### config.mk
export PLATFORM = sky130hd
export DESIGN_NAME = gcm_sequencer
export DESIGN_NICKNAME = d
export VERILOG_FILES = /design/src/design/gcm_seq_pkg.sv /design/src/design/gcm_block_counter.sv /design/src/design/gcm_cipher_tracker.sv /design/src/design/gcm_enable_delay.sv /design/src/design/gcm_ghash_ctrl.sv /design/src/design/gcm_sequencer.sv
export VERILOG_INCLUDE_DIRS = /design/src /design/src/design
export SDC_FILE = /design/constraint.sdc
export NUM_CORES = 1
export LEC_CHECK = 0
export BUFFER_PORTS_ARGS = -buffer_cell sky130_fd_sc_hd__buf_2
export CAP_MARGIN = 20
export CORE_MARGIN = 4
export CORE_UTILIZATION = 55
export DETAILED_ROUTE_END_ITERATION = 10
export GPL_TIMING_DRIVEN = 0
export MAX_ROUTING_LAYER = met4
export PLACE_DENSITY = 0.73
export SYNTH_ARGS = -nofsm -noshare
export SYNTH_HDL_FRONTEND = slang
export SYNTH_SLANG_ARGS = --single-unit
### constraint.sdc
create_clock -name i_clock -period 6.4 [get_ports i_clock]
set_clock_uncertainty 0.05 [all_clocks]
set_input_delay 0.64 -clock i_clock [delete_from_list [all_inputs] [get_ports i_clock]]
set_output_delay 0.64 -clock i_clock [all_outputs]
set_load 0.005 [all_outputs]
### src/design/gcm_seq_defs.svh
// build-time constants for the GCM control sequencer
// include wherever counter width or AES latency is needed
`ifndef GCM_SEQ_DEFS_SVH
`define GCM_SEQ_DEFS_SVH

// --------------------------------------------------
// block counting
// --------------------------------------------------

// width of block counters and of the AAD length field
// ptx length is one bit wider, in half-block units
`define GCM_NB_COUNT 10

// --------------------------------------------------
// AES pipeline
// --------------------------------------------------

// depth of the AES core in enabled cycles
// GCTR output strobes trail their source by exactly this much
`define GCM_AES_LATENCY 44

`endif

### src/design/gcm_seq_pkg.sv
// shared types for the GCM control sequencer
// compile before any RTL that names gcm_seq_pkg
package gcm_seq_pkg;

    `include "gcm_seq_defs.svh"

    // --------------------------------------------------
    // counts and lengths
    // --------------------------------------------------

    // block count, also used for the AAD length
    typedef logic [`GCM_NB_COUNT-1:0] blk_count_t;

    // plaintext length in half blocks, lsb set means a half block tail
    typedef logic [`GCM_NB_COUNT:0] ptx_len_t;

    // --------------------------------------------------
    // GCTR strobes
    // --------------------------------------------------

    // start_pre warns one block ahead, start marks the first data block
    typedef struct packed {
        logic start_pre;
        logic start;
    } gctr_strobe_t;

    // --------------------------------------------------
    // GHASH input selector
    // --------------------------------------------------

    // msb selects AAD, lsb selects the length word
    typedef logic [1:0] ghash_sel_t;

    localparam ghash_sel_t GHASH_SEL_DATA   = 2'b00;
    localparam ghash_sel_t GHASH_SEL_LENGTH = 2'b01;
    localparam ghash_sel_t GHASH_SEL_AAD    = 2'b10;

endpackage

### src/design/gcm_block_counter.sv
// counts input blocks of a frame and raises the AAD-done level,
// the GCTR data-start strobes and the all-input-done pulse
module gcm_block_counter
(
    input  logic                      i_clock,
    input  logic                      i_rst,
    input  logic                      i_enable,
    input  logic                      i_sop,
    input  logic                      i_valid_in,
    input  gcm_seq_pkg::blk_count_t   i_length_aad,
    input  gcm_seq_pkg::ptx_len_t     i_length_ptx,
    output logic                      o_aad_done,
    output gcm_seq_pkg::gctr_strobe_t o_gctr_now,
    output logic                      o_in_all_done,
    output gcm_seq_pkg::blk_count_t   o_blocks
);

    import gcm_seq_pkg::*;

    // sop qualified by enable opens a new frame
    logic       sop_now;
    logic       in_frame;
    logic       frame_q;

    // input block count
    blk_count_t count_q;
    blk_count_t count_base;
    blk_count_t run_count;
    logic       in_step;

    // frame geometry
    blk_count_t blocks;
    blk_count_t aad_plus_one;
    blk_count_t aad_plus_blk;
    logic       has_aad;
    logic       has_data;

    // strobes and their once-only flags
    logic       aad_hit;
    logic       start_pre;
    logic       start;
    logic       all_done;
    logic       aad_done_q;
    logic       start_fired_q;
    logic       all_fired_q;

    // --------------------------------------------------
    // running count
    // --------------------------------------------------

    assign sop_now  = i_enable & i_sop;
    assign in_frame = frame_q | sop_now;

    // sop cycle counts from zero and ignores the stale count of the last frame
    assign count_base = sop_now ? '0 : count_q;
    assign in_step    = i_enable & i_valid_in & ~sop_now;
    assign run_count  = count_base + blk_count_t'(in_step);

    always_ff @(posedge i_clock)
    begin
        if (i_rst || sop_now)
            count_q <= '0;
        else if (i_enable && i_valid_in)
            count_q <= count_q + blk_count_t'(1);
    end

    // stays set after the first sop so idle cycles after reset stay quiet
    always_ff @(posedge i_clock)
    begin
        if (i_rst)
            frame_q <= 1'b0;
        else if (sop_now)
            frame_q <= 1'b1;
    end

    // --------------------------------------------------
    // frame geometry
    // --------------------------------------------------

    // half-block length rounded up to whole blocks
    assign blocks       = blk_count_t'(i_length_ptx >> 1) + blk_count_t'(i_length_ptx[0]);
    assign aad_plus_one = i_length_aad + blk_count_t'(1);
    assign aad_plus_blk = i_length_aad + blocks;
    assign has_aad      = |i_length_aad;
    assign has_data     = |blocks;

    // --------------------------------------------------
    // strobes
    // --------------------------------------------------

    // empty AAD is done at sop already
    assign aad_hit = in_frame & i_enable & ~(aad_done_q & ~sop_now) &
                     (has_aad ? (run_count == i_length_aad) : sop_now);

    // warning strobe coincides with the end of the AAD
    assign start_pre = aad_hit;

    // first data block only when the plaintext is not empty
    assign start = in_frame & i_enable & has_data & ~(start_fired_q & ~sop_now) &
                   (run_count == aad_plus_one);

    // last input block of AAD and data together
    assign all_done = in_frame & i_enable & ~(all_fired_q & ~sop_now) &
                      (run_count == aad_plus_blk);

    // flags are cleared by sop and set by their own strobe
    always_ff @(posedge i_clock)
    begin
        if (i_rst)
        begin
            aad_done_q    <= 1'b0;
            start_fired_q <= 1'b0;
            all_fired_q   <= 1'b0;
        end
        else
        begin
            aad_done_q    <= aad_hit   | (aad_done_q & ~sop_now);
            start_fired_q <= start     | (start_fired_q & ~sop_now);
            all_fired_q   <= all_done  | (all_fired_q & ~sop_now);
        end
    end

    assign o_aad_done           = aad_done_q;
    assign o_gctr_now.start_pre = start_pre;
    assign o_gctr_now.start     = start;
    assign o_in_all_done        = all_done;
    assign o_blocks             = blocks;

endmodule

### src/design/gcm_cipher_tracker.sv
// counts ciphered blocks returning from GCTR in encrypt mode,
// one done pulse per frame on the last one
module gcm_cipher_tracker
(
    input  logic                    i_clock,
    input  logic                    i_rst,
    input  logic                    i_enable,
    input  logic                    i_sop,
    input  logic                    i_valid_cipher,
    input  logic                    i_aad_done,
    input  logic                    i_start_pre,
    input  gcm_seq_pkg::blk_count_t i_blocks,
    output logic                    o_cipher_done
);

    import gcm_seq_pkg::*;

    logic       sop_now;
    logic       cipher_step;
    blk_count_t count_q;
    blk_count_t run_count;
    logic       start_pre_q;
    logic       done;
    logic       done_fired_q;

    // --------------------------------------------------
    // cipher block count
    // --------------------------------------------------

    assign sop_now     = i_enable & i_sop;
    assign cipher_step = i_enable & i_valid_cipher & ~sop_now;
    assign run_count   = (sop_now ? '0 : count_q) + blk_count_t'(cipher_step);

    // cleared on done, next frame starts from zero
    always_ff @(posedge i_clock)
    begin
        if (i_rst || sop_now || done)
            count_q <= '0;
        else if (i_enable && i_valid_cipher)
            count_q <= count_q + blk_count_t'(1);
    end

    // --------------------------------------------------
    // done pulse
    // --------------------------------------------------

    // start_pre one cycle late, used when there is no data at all
    always_ff @(posedge i_clock)
    begin
        if (i_rst)
            start_pre_q <= 1'b0;
        else
            start_pre_q <= i_start_pre;
    end

    // empty plaintext: no cipher block comes back
    assign done = i_aad_done & ~(done_fired_q & ~sop_now) &
                  ((|i_blocks) ? (run_count == i_blocks) : start_pre_q);

    always_ff @(posedge i_clock)
    begin
        if (i_rst)
            done_fired_q <= 1'b0;
        else
            done_fired_q <= done | (done_fired_q & ~sop_now);
    end

    assign o_cipher_done = done;

endmodule

### src/design/gcm_enable_delay.sv
// fixed delay line for the GCTR strobes, moves only on enable
// so the delay matches the AES pipeline in enabled cycles
`include "gcm_seq_defs.svh"

module gcm_enable_delay
#(
    parameter int DEPTH = `GCM_AES_LATENCY
)
(
    input  logic                      i_clock,
    input  logic                      i_rst,
    input  logic                      i_enable,
    input  gcm_seq_pkg::gctr_strobe_t i_data,
    output gcm_seq_pkg::gctr_strobe_t o_data
);

    import gcm_seq_pkg::*;

    // stage 0 takes the input, last stage drives the output
    gctr_strobe_t stage_q [DEPTH];

    // --------------------------------------------------
    // shift register
    // --------------------------------------------------

    always_ff @(posedge i_clock)
    begin
        if (i_rst)
        begin
            for (int i = 0; i < DEPTH; i++)
            begin
                stage_q[i] <= '0;
            end
        end
        else if (i_enable)
        begin
            stage_q[0] <= i_data;
            for (int i = 1; i < DEPTH; i++)
            begin
                stage_q[i] <= stage_q[i-1];
            end
        end
    end

    assign o_data = stage_q[DEPTH-1];

endmodule

### src/design/gcm_ghash_ctrl.sv
// qualifies the GHASH input valids, places the length word
// and drives the GHASH input selector
module gcm_ghash_ctrl
(
    input  logic                    i_clock,
    input  logic                    i_rst,
    input  logic                    i_sop,
    input  logic                    i_encrypt,
    input  logic                    i_valid_in,
    input  logic                    i_valid_cipher,
    input  logic                    i_aad_done,
    input  logic                    i_cipher_done,
    input  logic                    i_in_all_done,
    input  gcm_seq_pkg::blk_count_t i_length_aad,
    input  gcm_seq_pkg::ptx_len_t   i_length_ptx,
    input  gcm_seq_pkg::blk_count_t i_blocks,
    output logic                    o_ghash_sop,
    output logic                    o_ghash_valid_aad,
    output logic                    o_ghash_valid_data,
    output logic                    o_ghash_valid_length,
    output logic                    o_ghash_valid,
    output gcm_seq_pkg::ghash_sel_t o_ghash_sel
);

    import gcm_seq_pkg::*;

    logic valid_aad;
    logic valid_data;
    logic length_trig;
    logic length_trig_q;
    logic length_same;
    logic valid_length;

    // --------------------------------------------------
    // AAD and data valids
    // --------------------------------------------------

    // registered aad_done lets the last AAD block still count here
    assign valid_aad = (|i_length_aad) & ~i_aad_done & i_valid_in;

    // encrypt hashes the ciphertext from GCTR and decrypt the input
    // decrypt input during AAD belongs to the AAD valid only
    assign valid_data = i_encrypt ? i_valid_cipher : (i_valid_in & ~valid_aad);

    // --------------------------------------------------
    // length word
    // --------------------------------------------------

    // last ciphered block in encrypt and last input block in decrypt
    assign length_trig = i_encrypt ? i_cipher_done : i_in_all_done;

    always_ff @(posedge i_clock)
    begin
        if (i_rst)
            length_trig_q <= 1'b0;
        else
            length_trig_q <= length_trig;
    end

    // odd half-length leaves a free slot in the trigger cycle
    // same for empty data after a non-empty AAD
    assign length_same  = i_length_ptx[0] | (~|i_blocks & |i_length_aad);
    assign valid_length = length_same ? length_trig : length_trig_q;

    // --------------------------------------------------
    // GHASH outputs
    // --------------------------------------------------

    assign o_ghash_sop          = i_sop;
    assign o_ghash_valid_aad    = valid_aad;
    assign o_ghash_valid_data   = valid_data;
    assign o_ghash_valid_length = valid_length;
    assign o_ghash_valid        = i_sop | valid_aad | valid_data | valid_length;

    // each valid sets its own selector bit
    // AAD and length meet when a decrypt frame has no data
    always_comb
    begin
        o_ghash_sel = GHASH_SEL_DATA;
        if (valid_aad)
            o_ghash_sel = o_ghash_sel | GHASH_SEL_AAD;
        if (valid_length)
            o_ghash_sel = o_ghash_sel | GHASH_SEL_LENGTH;
    end

endmodule

### src/design/gcm_sequencer.sv
// top of the AES-GCM control sequencer, block counting, cipher
// tracking, GHASH control and the GCTR strobe delay
module gcm_sequencer
(
    input  logic                    i_clock,
    input  logic                    i_rst,
    input  logic                    i_enable,
    input  logic                    i_sop,
    input  logic                    i_valid_in,
    input  logic                    i_valid_cipher,
    input  logic                    i_encrypt,
    input  gcm_seq_pkg::blk_count_t i_length_aad,
    input  gcm_seq_pkg::ptx_len_t   i_length_ptx,
    output logic                    o_gctr_start_pre,
    output logic                    o_gctr_start,
    output logic                    o_gctr_out_start_pre,
    output logic                    o_gctr_out_start,
    output logic                    o_ghash_sop,
    output logic                    o_ghash_valid_aad,
    output logic                    o_ghash_valid_data,
    output logic                    o_ghash_valid_length,
    output logic                    o_ghash_valid,
    output gcm_seq_pkg::ghash_sel_t o_ghash_sel
);

    import gcm_seq_pkg::*;

    logic         aad_done;
    logic         in_all_done;
    logic         cipher_done;
    blk_count_t   blocks;
    gctr_strobe_t gctr_now;
    gctr_strobe_t gctr_out;

    // --------------------------------------------------
    // input side
    // --------------------------------------------------

    gcm_block_counter u_block_counter
    (
        .i_clock       (i_clock),
        .i_rst         (i_rst),
        .i_enable      (i_enable),
        .i_sop         (i_sop),
        .i_valid_in    (i_valid_in),
        .i_length_aad  (i_length_aad),
        .i_length_ptx  (i_length_ptx),
        .o_aad_done    (aad_done),
        .o_gctr_now    (gctr_now),
        .o_in_all_done (in_all_done),
        .o_blocks      (blocks)
    );

    // encrypt return path
    gcm_cipher_tracker u_cipher_tracker
    (
        .i_clock        (i_clock),
        .i_rst          (i_rst),
        .i_enable       (i_enable),
        .i_sop          (i_sop),
        .i_valid_cipher (i_valid_cipher),
        .i_aad_done     (aad_done),
        .i_start_pre    (gctr_now.start_pre),
        .i_blocks       (blocks),
        .o_cipher_done  (cipher_done)
    );

    // --------------------------------------------------
    // GHASH and GCTR outputs
    // --------------------------------------------------

    gcm_ghash_ctrl u_ghash_ctrl
    (
        .i_clock              (i_clock),
        .i_rst                (i_rst),
        .i_sop                (i_sop),
        .i_encrypt            (i_encrypt),
        .i_valid_in           (i_valid_in),
        .i_valid_cipher       (i_valid_cipher),
        .i_aad_done           (aad_done),
        .i_cipher_done        (cipher_done),
        .i_in_all_done        (in_all_done),
        .i_length_aad         (i_length_aad),
        .i_length_ptx         (i_length_ptx),
        .i_blocks             (blocks),
        .o_ghash_sop          (o_ghash_sop),
        .o_ghash_valid_aad    (o_ghash_valid_aad),
        .o_ghash_valid_data   (o_ghash_valid_data),
        .o_ghash_valid_length (o_ghash_valid_length),
        .o_ghash_valid        (o_ghash_valid),
        .o_ghash_sel          (o_ghash_sel)
    );

    // both strobes share one line, depth is the AES latency
    gcm_enable_delay u_enable_delay
    (
        .i_clock  (i_clock),
        .i_rst    (i_rst),
        .i_enable (i_enable),
        .i_data   (gctr_now),
        .o_data   (gctr_out)
    );

    assign o_gctr_start_pre     = gctr_now.start_pre;
    assign o_gctr_start         = gctr_now.start;
    assign o_gctr_out_start_pre = gctr_out.start_pre;
    assign o_gctr_out_start     = gctr_out.start;

endmodule

### Yosys cells after proc, flatten, opt, wreduce, memory -nomap -nowiden

Memory sizes are Yosys's and may differ from the RTL's.
Cells that the tools add are included.

| storage, ports and cells | value |
|---|---|
| register bits | 27 |
| bits in latches | 0 |
| RAM bits | 88 |
| bits in read-only memories | 0 |
| bits of input ports | 28 |
| logic and storage cells | 169 |
| memories | 1 |

| operators by class | value |
|---|---|
| add/subtract/negate cells | 7 |
| $mul | 0 |
| div/mod/pow operators | 0 |
| order comparisons | 0 |
| equal/unequal tests | 4 |
| shift-type cells | 0 |
| muxes and demuxes | 58 |
| bitwise operators | 83 |
| reductions and logical operators | 7 |

Memory list:

| name | words | width | read ports | clocked after Yosys merged registers in | wr ports | line | source |
|---|---|---|---|---|---|---|---|
| u_enable_delay.stage_q | 44 | 2 | 44 | 0 | 44 | gcm_enable_delay.sv:20 | `gctr_strobe_t stage_q [DEPTH];` |

Operator list:

| cell | number |
|---|---|
| two-way mux 2 bit | 45 |
| bitwise OR 1 bit | 53 |
| == test 10 bit | 4 |
| adder 10 x 1 -> 10 bit | 3 |
| adder 10 x 1 -> 10 bit, second input constant | 3 |
| AND 1 bit | 23 |
| two-way mux 10 bit | 2 |
| OR reduction 10 bit | 2 |
| two-way mux 1 bit | 11 |
| adder 10 bit | 1 |
| inverter 1 bit | 7 |
| logical AND 1 bit | 2 |
| logical OR 1 bit | 2 |
| zero test 1 bit | 1 |

### Logic depth before layout (Yosys ltp)

Gate-level depths: netlist of the first run.

| logic depth | value |
|---|---|
| depth after elaboration | 10 |
| gate-level depth with buffers | 15 |

### Cells and area by module

A second synthesis of the first run with hierarchy kept.

| unflattened totals | value |
|---|---|
| cell total of the unflattened synthesis | 633 |
| area, all modules | 6,929.1 um2 |

Modules (own cells, without submodules):

| module | instances | cells an instance | area each (um2) | sequential area each (um2) |
|---|---|---|---|---|
| gcm_enable_delay | 1 | 193 | 3,464.6 | 2,642.5 |
| gcm_block_counter | 1 | 278 | 2,145.8 | 280.3 |
| gcm_cipher_tracker | 1 | 135 | 1,121.1 | 240.2 |
| gcm_ghash_ctrl | 1 | 27 | 197.7 | 20.0 |

### Least setup slack after synthesis of the first run

No wires, ideal clock.

| timing | value |
|---|---|
| path kind | in2out |
| start | input i_sop |
| end | output o_ghash_sel[0] |
| data arrival time | 3.601 ns |
| data required time | 5.710 ns |
| path slack | 2.109 ns |
| stages | 15 |
| path buffers | 3 |
| path through | clkbuf_1 nand2_1 clkbuf_1 and2_1 ha_1 ha_1 nand4_1 or3_1 a21oi_1 xnor3_1 nor2_1 nand4_1 o32a_1 o21ai_1 buf_4 |

| on the way | value |
|---|---|
| cells in the longest elaborated chain, start to end | 10 |

Ends and longest elaborated chain:

| what | line | source |
|---|---|---|
| start, declared | gcm_sequencer.sv:8 | `input logic i_sop,` |
| AND 1 bit * | gcm_block_counter.sv:51, gcm_cipher_tracker.sv:30 |  |
| inverter 1 bit | -- |  |
| AND 1 bit | gcm_cipher_tracker.sv:31 | `assign cipher_step = i_enable & i_valid_cipher & ~sop_now;` |
| adder 10 x 1 -> 10 bit | gcm_cipher_tracker.sv:32 | `assign run_count = (sop_now ? '0 : count_q) + blk_count_t'(cipher_step);` |
| == test 10 bit | gcm_cipher_tracker.sv:58 | `((\|i_blocks) ? (run_count == i_blocks) : start_pre_q);` |
| two-way mux 1 bit | gcm_cipher_tracker.sv:58 |  |
| AND 1 bit | gcm_cipher_tracker.sv:57 | `assign done = i_aad_done & ~(done_fired_q & ~sop_now) &` |
| two-way mux 1 bit * | gcm_ghash_ctrl.sv:50 | `assign length_trig = i_encrypt ? i_cipher_done : i_in_all_done;` |
| two-way mux 1 bit * | gcm_ghash_ctrl.sv:63 | `assign valid_length = length_same ? length_trig : length_trig_q;` |
| via o_ghash_valid_length | gcm_sequencer.sv:21 | `output logic o_ghash_valid_length,` |
| two-way mux 1 bit * | gcm_ghash_ctrl.sv:82 | `if (valid_length)` |
| end, declared | gcm_sequencer.sv:23 | `output gcm_seq_pkg::ghash_sel_t o_ghash_sel` |

Mark *: on every way through the listed nets, which the timed path passes. The rest lies on a longest branch.

### Final worst setup path of the first run

| timing | value |
|---|---|
| start | input i_sop |
| end | output o_ghash_sel[0] |

| on the way | value |
|---|---|
| cells in the longest elaborated chain, start to end | 10 |

Ends and longest elaborated chain:

| what | line |
|---|---|
| AND 1 bit * | gcm_block_counter.sv:51, gcm_cipher_tracker.sv:30 |
| inverter 1 bit | -- |
| AND 1 bit | gcm_cipher_tracker.sv:31 |
| adder 10 x 1 -> 10 bit | gcm_cipher_tracker.sv:32 |
| == test 10 bit | gcm_cipher_tracker.sv:58 |
| two-way mux 1 bit | gcm_cipher_tracker.sv:58 |
| AND 1 bit | gcm_cipher_tracker.sv:57 |
| two-way mux 1 bit * | gcm_ghash_ctrl.sv:50 |
| two-way mux 1 bit * | gcm_ghash_ctrl.sv:63 |
| two-way mux 1 bit * | gcm_ghash_ctrl.sv:82 |

Mark *: on every way between the ends. The rest lies on a longest branch, timed or not.

==> run summary, run 1 <==
Commonest register cell after synthesis: edfxtp_1. After the flow finishes, the layout carries non-filler instances totaling 785. In this run, the number of DRC markers left after iteration 0 of detailed routing was 274. The standard cell core area is 10900 um^2, and the via count of the first global-routing pass is 4339. Beginning of the critical path: i_sop.

Timing analysis after detailed placement gives a worst setup slack of 1.17 ns. Detailed placement ended at an HPWL of 8.56 mm. CTS placed an instance of clkbuf_16 at the clock tree root.

After synthesis, the share of flip-flops with an asynchronous set or reset is 0%. The H-tree was split into 4 levels. The number of input and output port buffers inserted came out at 38.

The commonest cells after synthesis are edfxtp_1, and2_1, nor2_1, xnor2_1, nand2_1. Derived from the worst setup path, the maximum achievable clock frequency is 190 MHz. After layout, the worst path uses 82.2% of the clock period.

The logs give 0 for the count of final max-slew check failures and 0 for the number of gates given a new drive strength after cts. The type of destination of the critical path is a primary output. For flop-to-flop paths, the worst setup slack is 3.23 ns. Yosys attributes the largest share of cell area to edfxtp_1, dfxtp_1, and2_1, xnor2_1, ha_1.

Hold repair after CTS inserted 0 buffers. The kind of start point of the critical path was a primary input. For this run, design rule violations remaining after detail routing come to 0. The overall die width works out to 114 um.

The clock passes through at most 2 buffers. After floorplanning, the core was divided into 38 placement rows. TritonCTS built the clock tree.

The fill cell total of the finished layout is 860, and the setup TNS after final layout is 0 ns. The number of storage elements in the synthesis netlist was 115; the area growth from synthesis to layout was 15.4%. Cells with a size suffix above 1 make up 13.6% of the layout. The clock-pin slew on the worst setup and hold paths came out at 0.05 ns. Setup violations remaining at the end of the flow were counted as 0.

For the number of nets still failing antenna checks after routing, the log shows 0. The number of synthesized flops with an enable pin is 88, and the register cell area after layout is 3180 um^2. The total placed cells including tap cells was 753. The power density over cell area was 269 nW/um^2.

The total inserted antenna cells was 0. The logs give 21.0% for the global-route total usage across every layer and 21.1 mm for the wire length of the first global-routing pass. The cell type with the largest total area after synthesis is edfxtp_1. The later pin in the worst-skew pair is clocked with a latency of 0.41 ns. In this run the critical register-to-register path is captured at u_enable_delay.stage_q[0][0].

The arrival time at the worst endpoint is 4.57 ns. The analysis attributes to cell leakage a power of 0.00276 uW. After layout, the worst setup slack is 1.14 ns. The logs give 8.8% for the power share of the combinational group and 115 for the total number of clock tree sinks. The worst-case IR drop observed on VDD is 229 uV. The setup path with the least slack is of type in -> out.

The worst register-to-register path begins at u_block_counter.count_q[0]. The internal power of the cells totals 1480 uW. Synthesis produced a netlist with a net count of 625. The cell area that synthesis handed to floorplanning was 6200 um^2. The run finished with clean final reports. The logs give 574 for the post-synthesis cell count and 46.9% for the relative contribution of the clock network to total power. In this run the worst path has a maximum fanout of 10.

The fraction of the yosys area taken by sequential cells is 51.3%. The floorplan die height is 114 um. The tools report the total count of hold-check failures in the final report as 0. Dividing the synthesized area by the synthesized cell count gives 10.8 um^2. Summing all multi-input logic gate instances after layout gives 2870 um^2.

The last element of the critical path is o_ghash_sel[0]. 39 I/O pins were placed. At the end of routability-driven placement, the weighted congestion stood at 0.933.

At the pin with the least slew margin, the transition time is 0.762 ns. The minimum clock period was 5.26 ns. The analysis attributes to net switching a power of 447 uW. The run gives 0 as the number of antenna violations at the first check in global routing. The total wire length after detailed routing is 12.2 mm, and the max-slew headroom at the worst pin is 48.7%. Dividing the detail-routed wire length by the instance count gives 15.6 um. The tightest min-delay check is of the reg -> reg type. After the last flow step, the layout net total stands at 683. The initial cell density of the core came out at 56.7%.

Setup repair after global routing left no endpoint under its margin. The total via count in the routed design was 4328. Clock tree synthesis inserted a total of 17 buffers. The pin count of the biggest net entering global routing is 48, and the final design utilization is 65.5%. The final global-route overflow total was 0; the detailed-router iteration count before antenna repair was 4. The synthesized netlist contains 59 unique library cells. The relative contribution of sequential cells to total power was 44.3%. The ratio of routed vias to standard cells is 5.51. The total of warnings raised by yosys is 0. Net switching fraction of the power: 23.2%.

At the worst endpoint, the required time is 5.71 ns. The count of maximum capacitance violations is 0. The worst reg-to-reg path cell count is 9. The floorplan step defined a die boundary enclosing 13000 um^2.

The share of synthesized area in the top cell type comes to 42.6%. The most common cell in the netlist is edfxtp_1. The count of buffers added by post-CTS timing repair for setup came out at 0.
==> power by group through the flow <==
stage | Combinational [uW] | Sequential [uW] | Clock, uW
after floorplan | 118 | 865 | 0
after global placement | 160 | 869 | 0
after detailed placement | 169 | 868 | 0
after CTS | 170 | 855 | 922
after global routing | 190 | 857 | 960
final | 169 | 854 | 906
==> registers in the layout, indices dropped and copies added, names as in the netlist <==
| name | cells |
|---|---|
| u_enable_delay.stage_q | 88 |
| u_block_counter.count_q | 10 |
| u_block_counter.start_fired_q | 1 |
| u_cipher_tracker.done_fired_q | 1 |
| u_cipher_tracker.start_pre_q | 1 |
| u_block_counter.all_fired_q | 1 |
| u_ghash_ctrl.length_trig_q | 1 |
| u_cipher_tracker.count_q | 10 |
| u_block_counter.frame_q | 1 |
| u_block_counter.o_aad_done | 1 |
==> worst max-delay path: stages <==
cell,delay [ns]
buf_2,0.12
clkbuf_1,0.23
nand2_1,0.24
clkbuf_1,0.40
and2_1,0.20
ha_1,0.18
ha_1,0.22
nand4_1,0.16
or3_1,0.34
a21oi_1,0.33
xnor3_1,0.38
nor2_1,0.18
nand4_1,0.12
o32a_1,0.34
o21ai_1,0.22
buf_4,0.14
buf_2,0.10
==> layer usage <==
layer	vias to the layer above	track usage, %	share of wire [%]
met3	24	5.66	3.9
met4	0	7.52	2.4
met5	-	-	0
li1	2153	-	-
met1	2063	26.7	46
met2	88	32.7	47
==> placed cells by master (no fill, tap or decap), types with 4 or more instances in the layout <==
master	instances
edfxtp_1	88
xor2_1	24
and2_1	75
nor2_1	43
buf_4	4
buf_2	39
ha_1	22
nor2b_1	22
and3_1	8
o21ai_0	15
clkinvlp_4	6
nor4_1	6
dfxtp_1	27
a21oi_1	18
or3_1	10
nand3_1	23
nand2_1	32
inv_1	12
o21a_1	4
xnor2_1	41
clkbuf_16	17
clkbuf_1	19
nor3_1	13
nand4_1	13
==> layout make-up <==
type,count,share of cell area (%)
sequential,115,44.5
multi-input combinational,422,40.0
clock buffer,18,5.99
timing repair buffer,39,2.94
tap,140,2.45
clock inverter,14,1.94
buffer,25,1.57
inverter,12,0.629
==> kinds of logic (layout without fill, tap and decap cells) <==
logic type               after synthesis  in the layout  synth area share [%]
AO/OA/AOI/OAI                         69             69                  7.68
XOR/XNOR                              68             68                  10.3
adder cells (fa/ha/maj)               23             23                  4.76
buffers and inverters                 37            108                  2.54
flip-flops                           115            115                  51.3
multiplexers                           3              3                 0.484
AND/OR/NAND/NOR                      259            259                  22.9
==> metrics by stage <==
| step | hold WS (ns) | power [uW] | instance area [um^2] |
|---|---|---|---|
| after floorplan | 0.382 | 983 | 6200 |
| after global placement | 0.394 | 1030 | 6570 |
| after detailed placement | 0.404 | 1040 | 6590 |
| after CTS | 0.410 | 1950 | 7160 |
| after global routing | 0.442 | 2010 | 7160 |
| final | 0.410 | 1930 | 7160 |
==> how the worst min path moves through the flow <==
| stage | slack, ns | depth (start not counted) | startpoint | endpoint |
|---|---|---|---|---|
| floorplan | 0.38 | 2 | u_block_counter.all_fired_q | u_block_counter.all_fired_q |
| global placement | 0.39 | 2 | u_block_counter.all_fired_q | u_block_counter.all_fired_q |
| detailed placement | 0.40 | 2 | u_block_counter.all_fired_q | u_block_counter.all_fired_q |
| CTS | 0.41 | 2 | u_block_counter.all_fired_q | u_block_counter.all_fired_q |
| global route | 0.44 | 2 | u_block_counter.all_fired_q | u_block_counter.all_fired_q |
| finish | 0.41 | 2 | u_block_counter.all_fired_q | u_block_counter.all_fired_q |
Power figures use the tool's default switching activity.
==> inputs of run 2 (changes only) <==
--- a/config.mk
+++ b/config.mk
@@ -6,6 +6,7 @@
 export SDC_FILE = /design/constraint.sdc
 export NUM_CORES = 1
 export LEC_CHECK = 0
+export ABC_AREA = 1
 export BUFFER_PORTS_ARGS = -buffer_cell sky130_fd_sc_hd__buf_2
 export CAP_MARGIN = 20
 export CORE_MARGIN = 4
@@ -13,7 +14,7 @@
 export DETAILED_ROUTE_END_ITERATION = 10
 export GPL_TIMING_DRIVEN = 0
 export MAX_ROUTING_LAYER = met4
-export PLACE_DENSITY = 0.73
+export PLACE_DENSITY = 0.76
 export SYNTH_ARGS = -nofsm -noshare
 export SYNTH_HDL_FRONTEND = slang
 export SYNTH_SLANG_ARGS = --single-unit
==> constraint.sdc (replaced) <==
create_clock -name i_clock -period 4.7 [get_ports i_clock]
set_clock_uncertainty 0.05 [all_clocks]
set_input_delay 0.47 -clock i_clock [delete_from_list [all_inputs] [get_ports i_clock]]
set_output_delay 0.47 -clock i_clock [all_outputs]
set_load 0.005 [all_outputs]
==> run summary, run 2 <==
In the layout the commonest cells are inv_1, nand2_1, nor2_1. Flip-flop count of the largest register, all copies and words added: 88 (unchanged). Critical setup path kind: in -> out.

The average detailed-routed wire length per instance is 12.3 um (-21%), and the via count of the first global-routing pass is 5121 (+18%). The count of cell types in the netlist was 40 (-32%); the hold buffer count at CTS was 0 (unchanged). The clock period could shrink to 3.87 ns.

For the number of nets produced by synthesis, the log shows 933 (+49%). The worst-margin pin slew works out to 0.626 ns (-0.137 ns). Most common cell in the netlist: inv_1.

The logs give 0 ns (unchanged) for the setup TNS after final layout and 0 (unchanged) for the number of nets still failing antenna checks after routing. The floorplan die height was 120 um (+4.7%); the post-synthesis cell count was 882 (+54%). The power density over cell area was 356 nW/um^2 (+32%); the total via count in the routed design was 5406 (+25%). The number of storage elements in the synthesis netlist was 115 (unchanged); the wire length of the first global-routing pass was 23.2 mm (+9.9%). The detailed-router iteration count before antenna repair is 5 (+1), and the number of synthesized flops with an enable pin is 88 (unchanged). The final design utilization was 65.1% (-0.33 points). The final-report setup violation count was 0 (unchanged).

On the critical path, the stage with the largest delay is an instance of ha_1. The cell sitting at the root of the clock tree is a clkbuf_16. The tools report the arrival time at the worst endpoint as 3.35 ns (-1.22 ns). The share of flip-flops with an asynchronous set or reset works out to 0% (unchanged).

Level count of the clock H-tree: 4 (unchanged). The total wire length after detailed routing was 13.8 mm (+13%); the number of buffers added by the clock tree synthesis step was 17 (unchanged). The area fraction of the dominant cell type after synthesis is 38.6% (-4.0 points).

The run gives 0 (unchanged) as the count of buffers added by post-CTS timing repair for setup. The synthesized design spends more area on one cell type than any other, namely edfxtp_1. STA classifies the critical path endpoint as a primary output.

The highest ir drop seen on vdd was 182 uV (-20%). The largest registers in the layout are u_enable_delay.stage_q (88), u_block_counter.count_q (10), u_cipher_tracker.count_q (10). Largest driver fanout on the critical path: 10 (unchanged).

The final setup slack of the worst path is 0.835 ns (-0.306 ns). The run gives 990 (+45%) as the net count reported at finish. For the netlist area before placement, the log shows 6840 um^2 (+10%).

The static leakage came out at 0.00361 uW (+31%). The initial cell density of the core was 56.5% (-0.22 points). The total inserted antenna cells came out at 0 (unchanged).

Traced cell by cell, the critical path runs through buf_2, nand2_2, buf_6, inv_4, buf_4, nor2_1, ha_1, ha_1, inv_1, nand2_1, nand3_1, nor2_1, nand2_1, nor2_1, nand3_1, nor2_1, nand3_1, nor2_2, nand4_1, nand3_1, nand2_1, inv_1, buf_4, buf_2. The run gives 7890 um^2 (+10%) as the design area. The tools report the number of gates given a new drive strength after cts as 0 (unchanged). Total of warnings raised by yosys: 0 (unchanged). After synthesis, the most frequently instantiated cells are inv_1, nand2_1, nor2_1, edfxtp_1, nand3_1. Setup repair after global routing left no endpoint under its margin. The tools report the number of primary I/O pins as 39 (unchanged). TritonCTS built the clock tree. Yosys attributes the largest share of cell area to edfxtp_1, inv_1, nand2_1, nor2_1, dfxtp_1.

STA classifies the critical path startpoint as a primary input. The detailed-route DRC error count was 0 (unchanged); the register cell area after layout was 3180 um^2 (unchanged). Layout cell share with drive strength beyond 1: 10.4% (-3.2 points). The ratio of routed vias to standard cells is 4.84 (-12%), and the number of antenna violations at the first check in global routing is 0 (unchanged). The overall die width works out to 120 um (+4.7%). The largest stage delay on the critical path was 0.41 ns (about the same); the count of maximum capacitance violations was 0 (unchanged). The worst slack at placement was 0.801 ns (-0.373 ns). The run gives 348 (+27%) as the initial detailed-routing violation count.

The clock latency on the worst-skew pair came out at 0.41 ns (about the same). Detailed placer's ending HPWL: 10.1 mm (+17%). The fraction of the yosys area taken by sequential cells was 46.5% (-4.8 points); the number of rows in the core area was 40 (+5.3%). The run gives 1055 (+23%) as the fill cell total of the finished layout. Counting flops per register, the top entry is u_enable_delay.stage_q.

Maximum buffer depth of the clock tree: 2 (unchanged). The total number of clock tree sinks came out at 115 (unchanged). The run finished with clean final reports. Leading cell type in the layout, fill and taps excluded: inv_1. The mean post-synth cell area is 7.76 um^2 (-28%), and the standard cell core area is 12100 um^2 (+11%). The number of input and output port buffers inserted is 37 (-2.6%), and the total count of hold-check failures in the final report is 0 (unchanged). For the post-detailed-placement cell area, the log shows 7270 um^2 (+10%).

The run gives 0 (unchanged) as the count of final max-slew check failures. The final critical path takes up 82.2% of the cycle. The logs give 60 (+25%) for the pin count of the biggest net entering global routing and 14300 um^2 (+9.6%) for the die area. Global placer's final weighted congestion: 0.938 (+0.57%). The classification of the worst-slack hold path is in -> reg. The clock-pin slew on the worst setup and hold paths came out at 0.06 ns (about the same). The global-route total usage across every layer is 21.0% (about the same), and the peak clock frequency supported by timing is 259 MHz. For the max-slew headroom at the worst pin, the log shows 58.1% (+9.4 points). In the synthesized netlist the dominant register cell turns out to be edfxtp_1.

The critical path data required time was 4.18 ns (-1.53 ns); the area of the multi-input gates was 2840 um^2 (-0.92%). Final global-route overflow total: 0 (unchanged). Area growth from synthesis to layout: 15.3%.
[run 2: cell types whose count changed in the layout (fill, tap and decap cells not counted), sizes merged, moves of 10 or more]
cell,previous run,this run
inv,13,191
nand2,33,189
nor2,44,161
and2,76,0
nand3,23,57
xnor2,41,7
nor2b,22,0
clkbuf,38,28
or3,10,0
[run 2: final cells by class]
cell class	instances	area share, %
well taps	168	2.66
multi-input cells	557	36.0
flip-flops and latches	115	40.3
clock inverters	11	2.36
clock buffers	19	5.49
repair buffers	38	2.70
inverters	191	9.12
plain buffers	19	1.33
[run 2: per-stage QoR]
| step | hold slack [ns] | power, uW | instances |
|---|---|---|---|
| 2_1_floorplan | 0.391 | 1380 | 882 |
| 3_3_place_gp | 0.401 | 1450 | 1087 |
| 3_5_place_dp | 0.404 | 1460 | 1088 |
| 4_1_cts | 0.337 | 2830 | 1118 |
| 5_1_grt | 0.353 | 2930 | 1118 |
| 6_report | 0.347 | 2810 | 1118 |
[run 2: worst paths after layout]
kind | from | end | slack, ns | cells past startpoint
setup / recovery | i_enable | o_ghash_sel[0] | 0.83 | 24
hold / removal | i_encrypt | u_ghash_ctrl.length_trig_q | 0.35 | 3
setup reg to reg | u_block_counter.count_q[0] | u_enable_delay.stage_q[0][1] | 1.98 | 16
hold reg to reg | u_cipher_tracker.done_fired_q | u_cipher_tracker.done_fired_q | 0.42 | 2
[run 2: report_power, final]
group / switching, uW / internal, uW / leakage, uW
registers: 15.7 / 1150 / 0.00119
logic: 179 / 97.6 / 0.00212
clock network: 438 / 929 / 0.000294
[run 2: per-layer routing]
layer	track usage, %	part of all wire, %
met4	6.73	1.3
met3	5.14	3.4
met1	25.3	46
met5	-	0
met2	35.0	49
[run 2: cells by family after synthesis]
group	share of synthesized area (%)
flops	46.5
simple gates	28.8
compound gates	3.35
buf+inv	12.0
fa+ha+maj	4.31
xor+xnor	4.97
[run 2: worst max-delay path, delay by kind of cell]
kind          cells  cell delay, ns
simple gates     14            1.27
fa+ha+maj         2            0.66
buf+inv           8            0.93
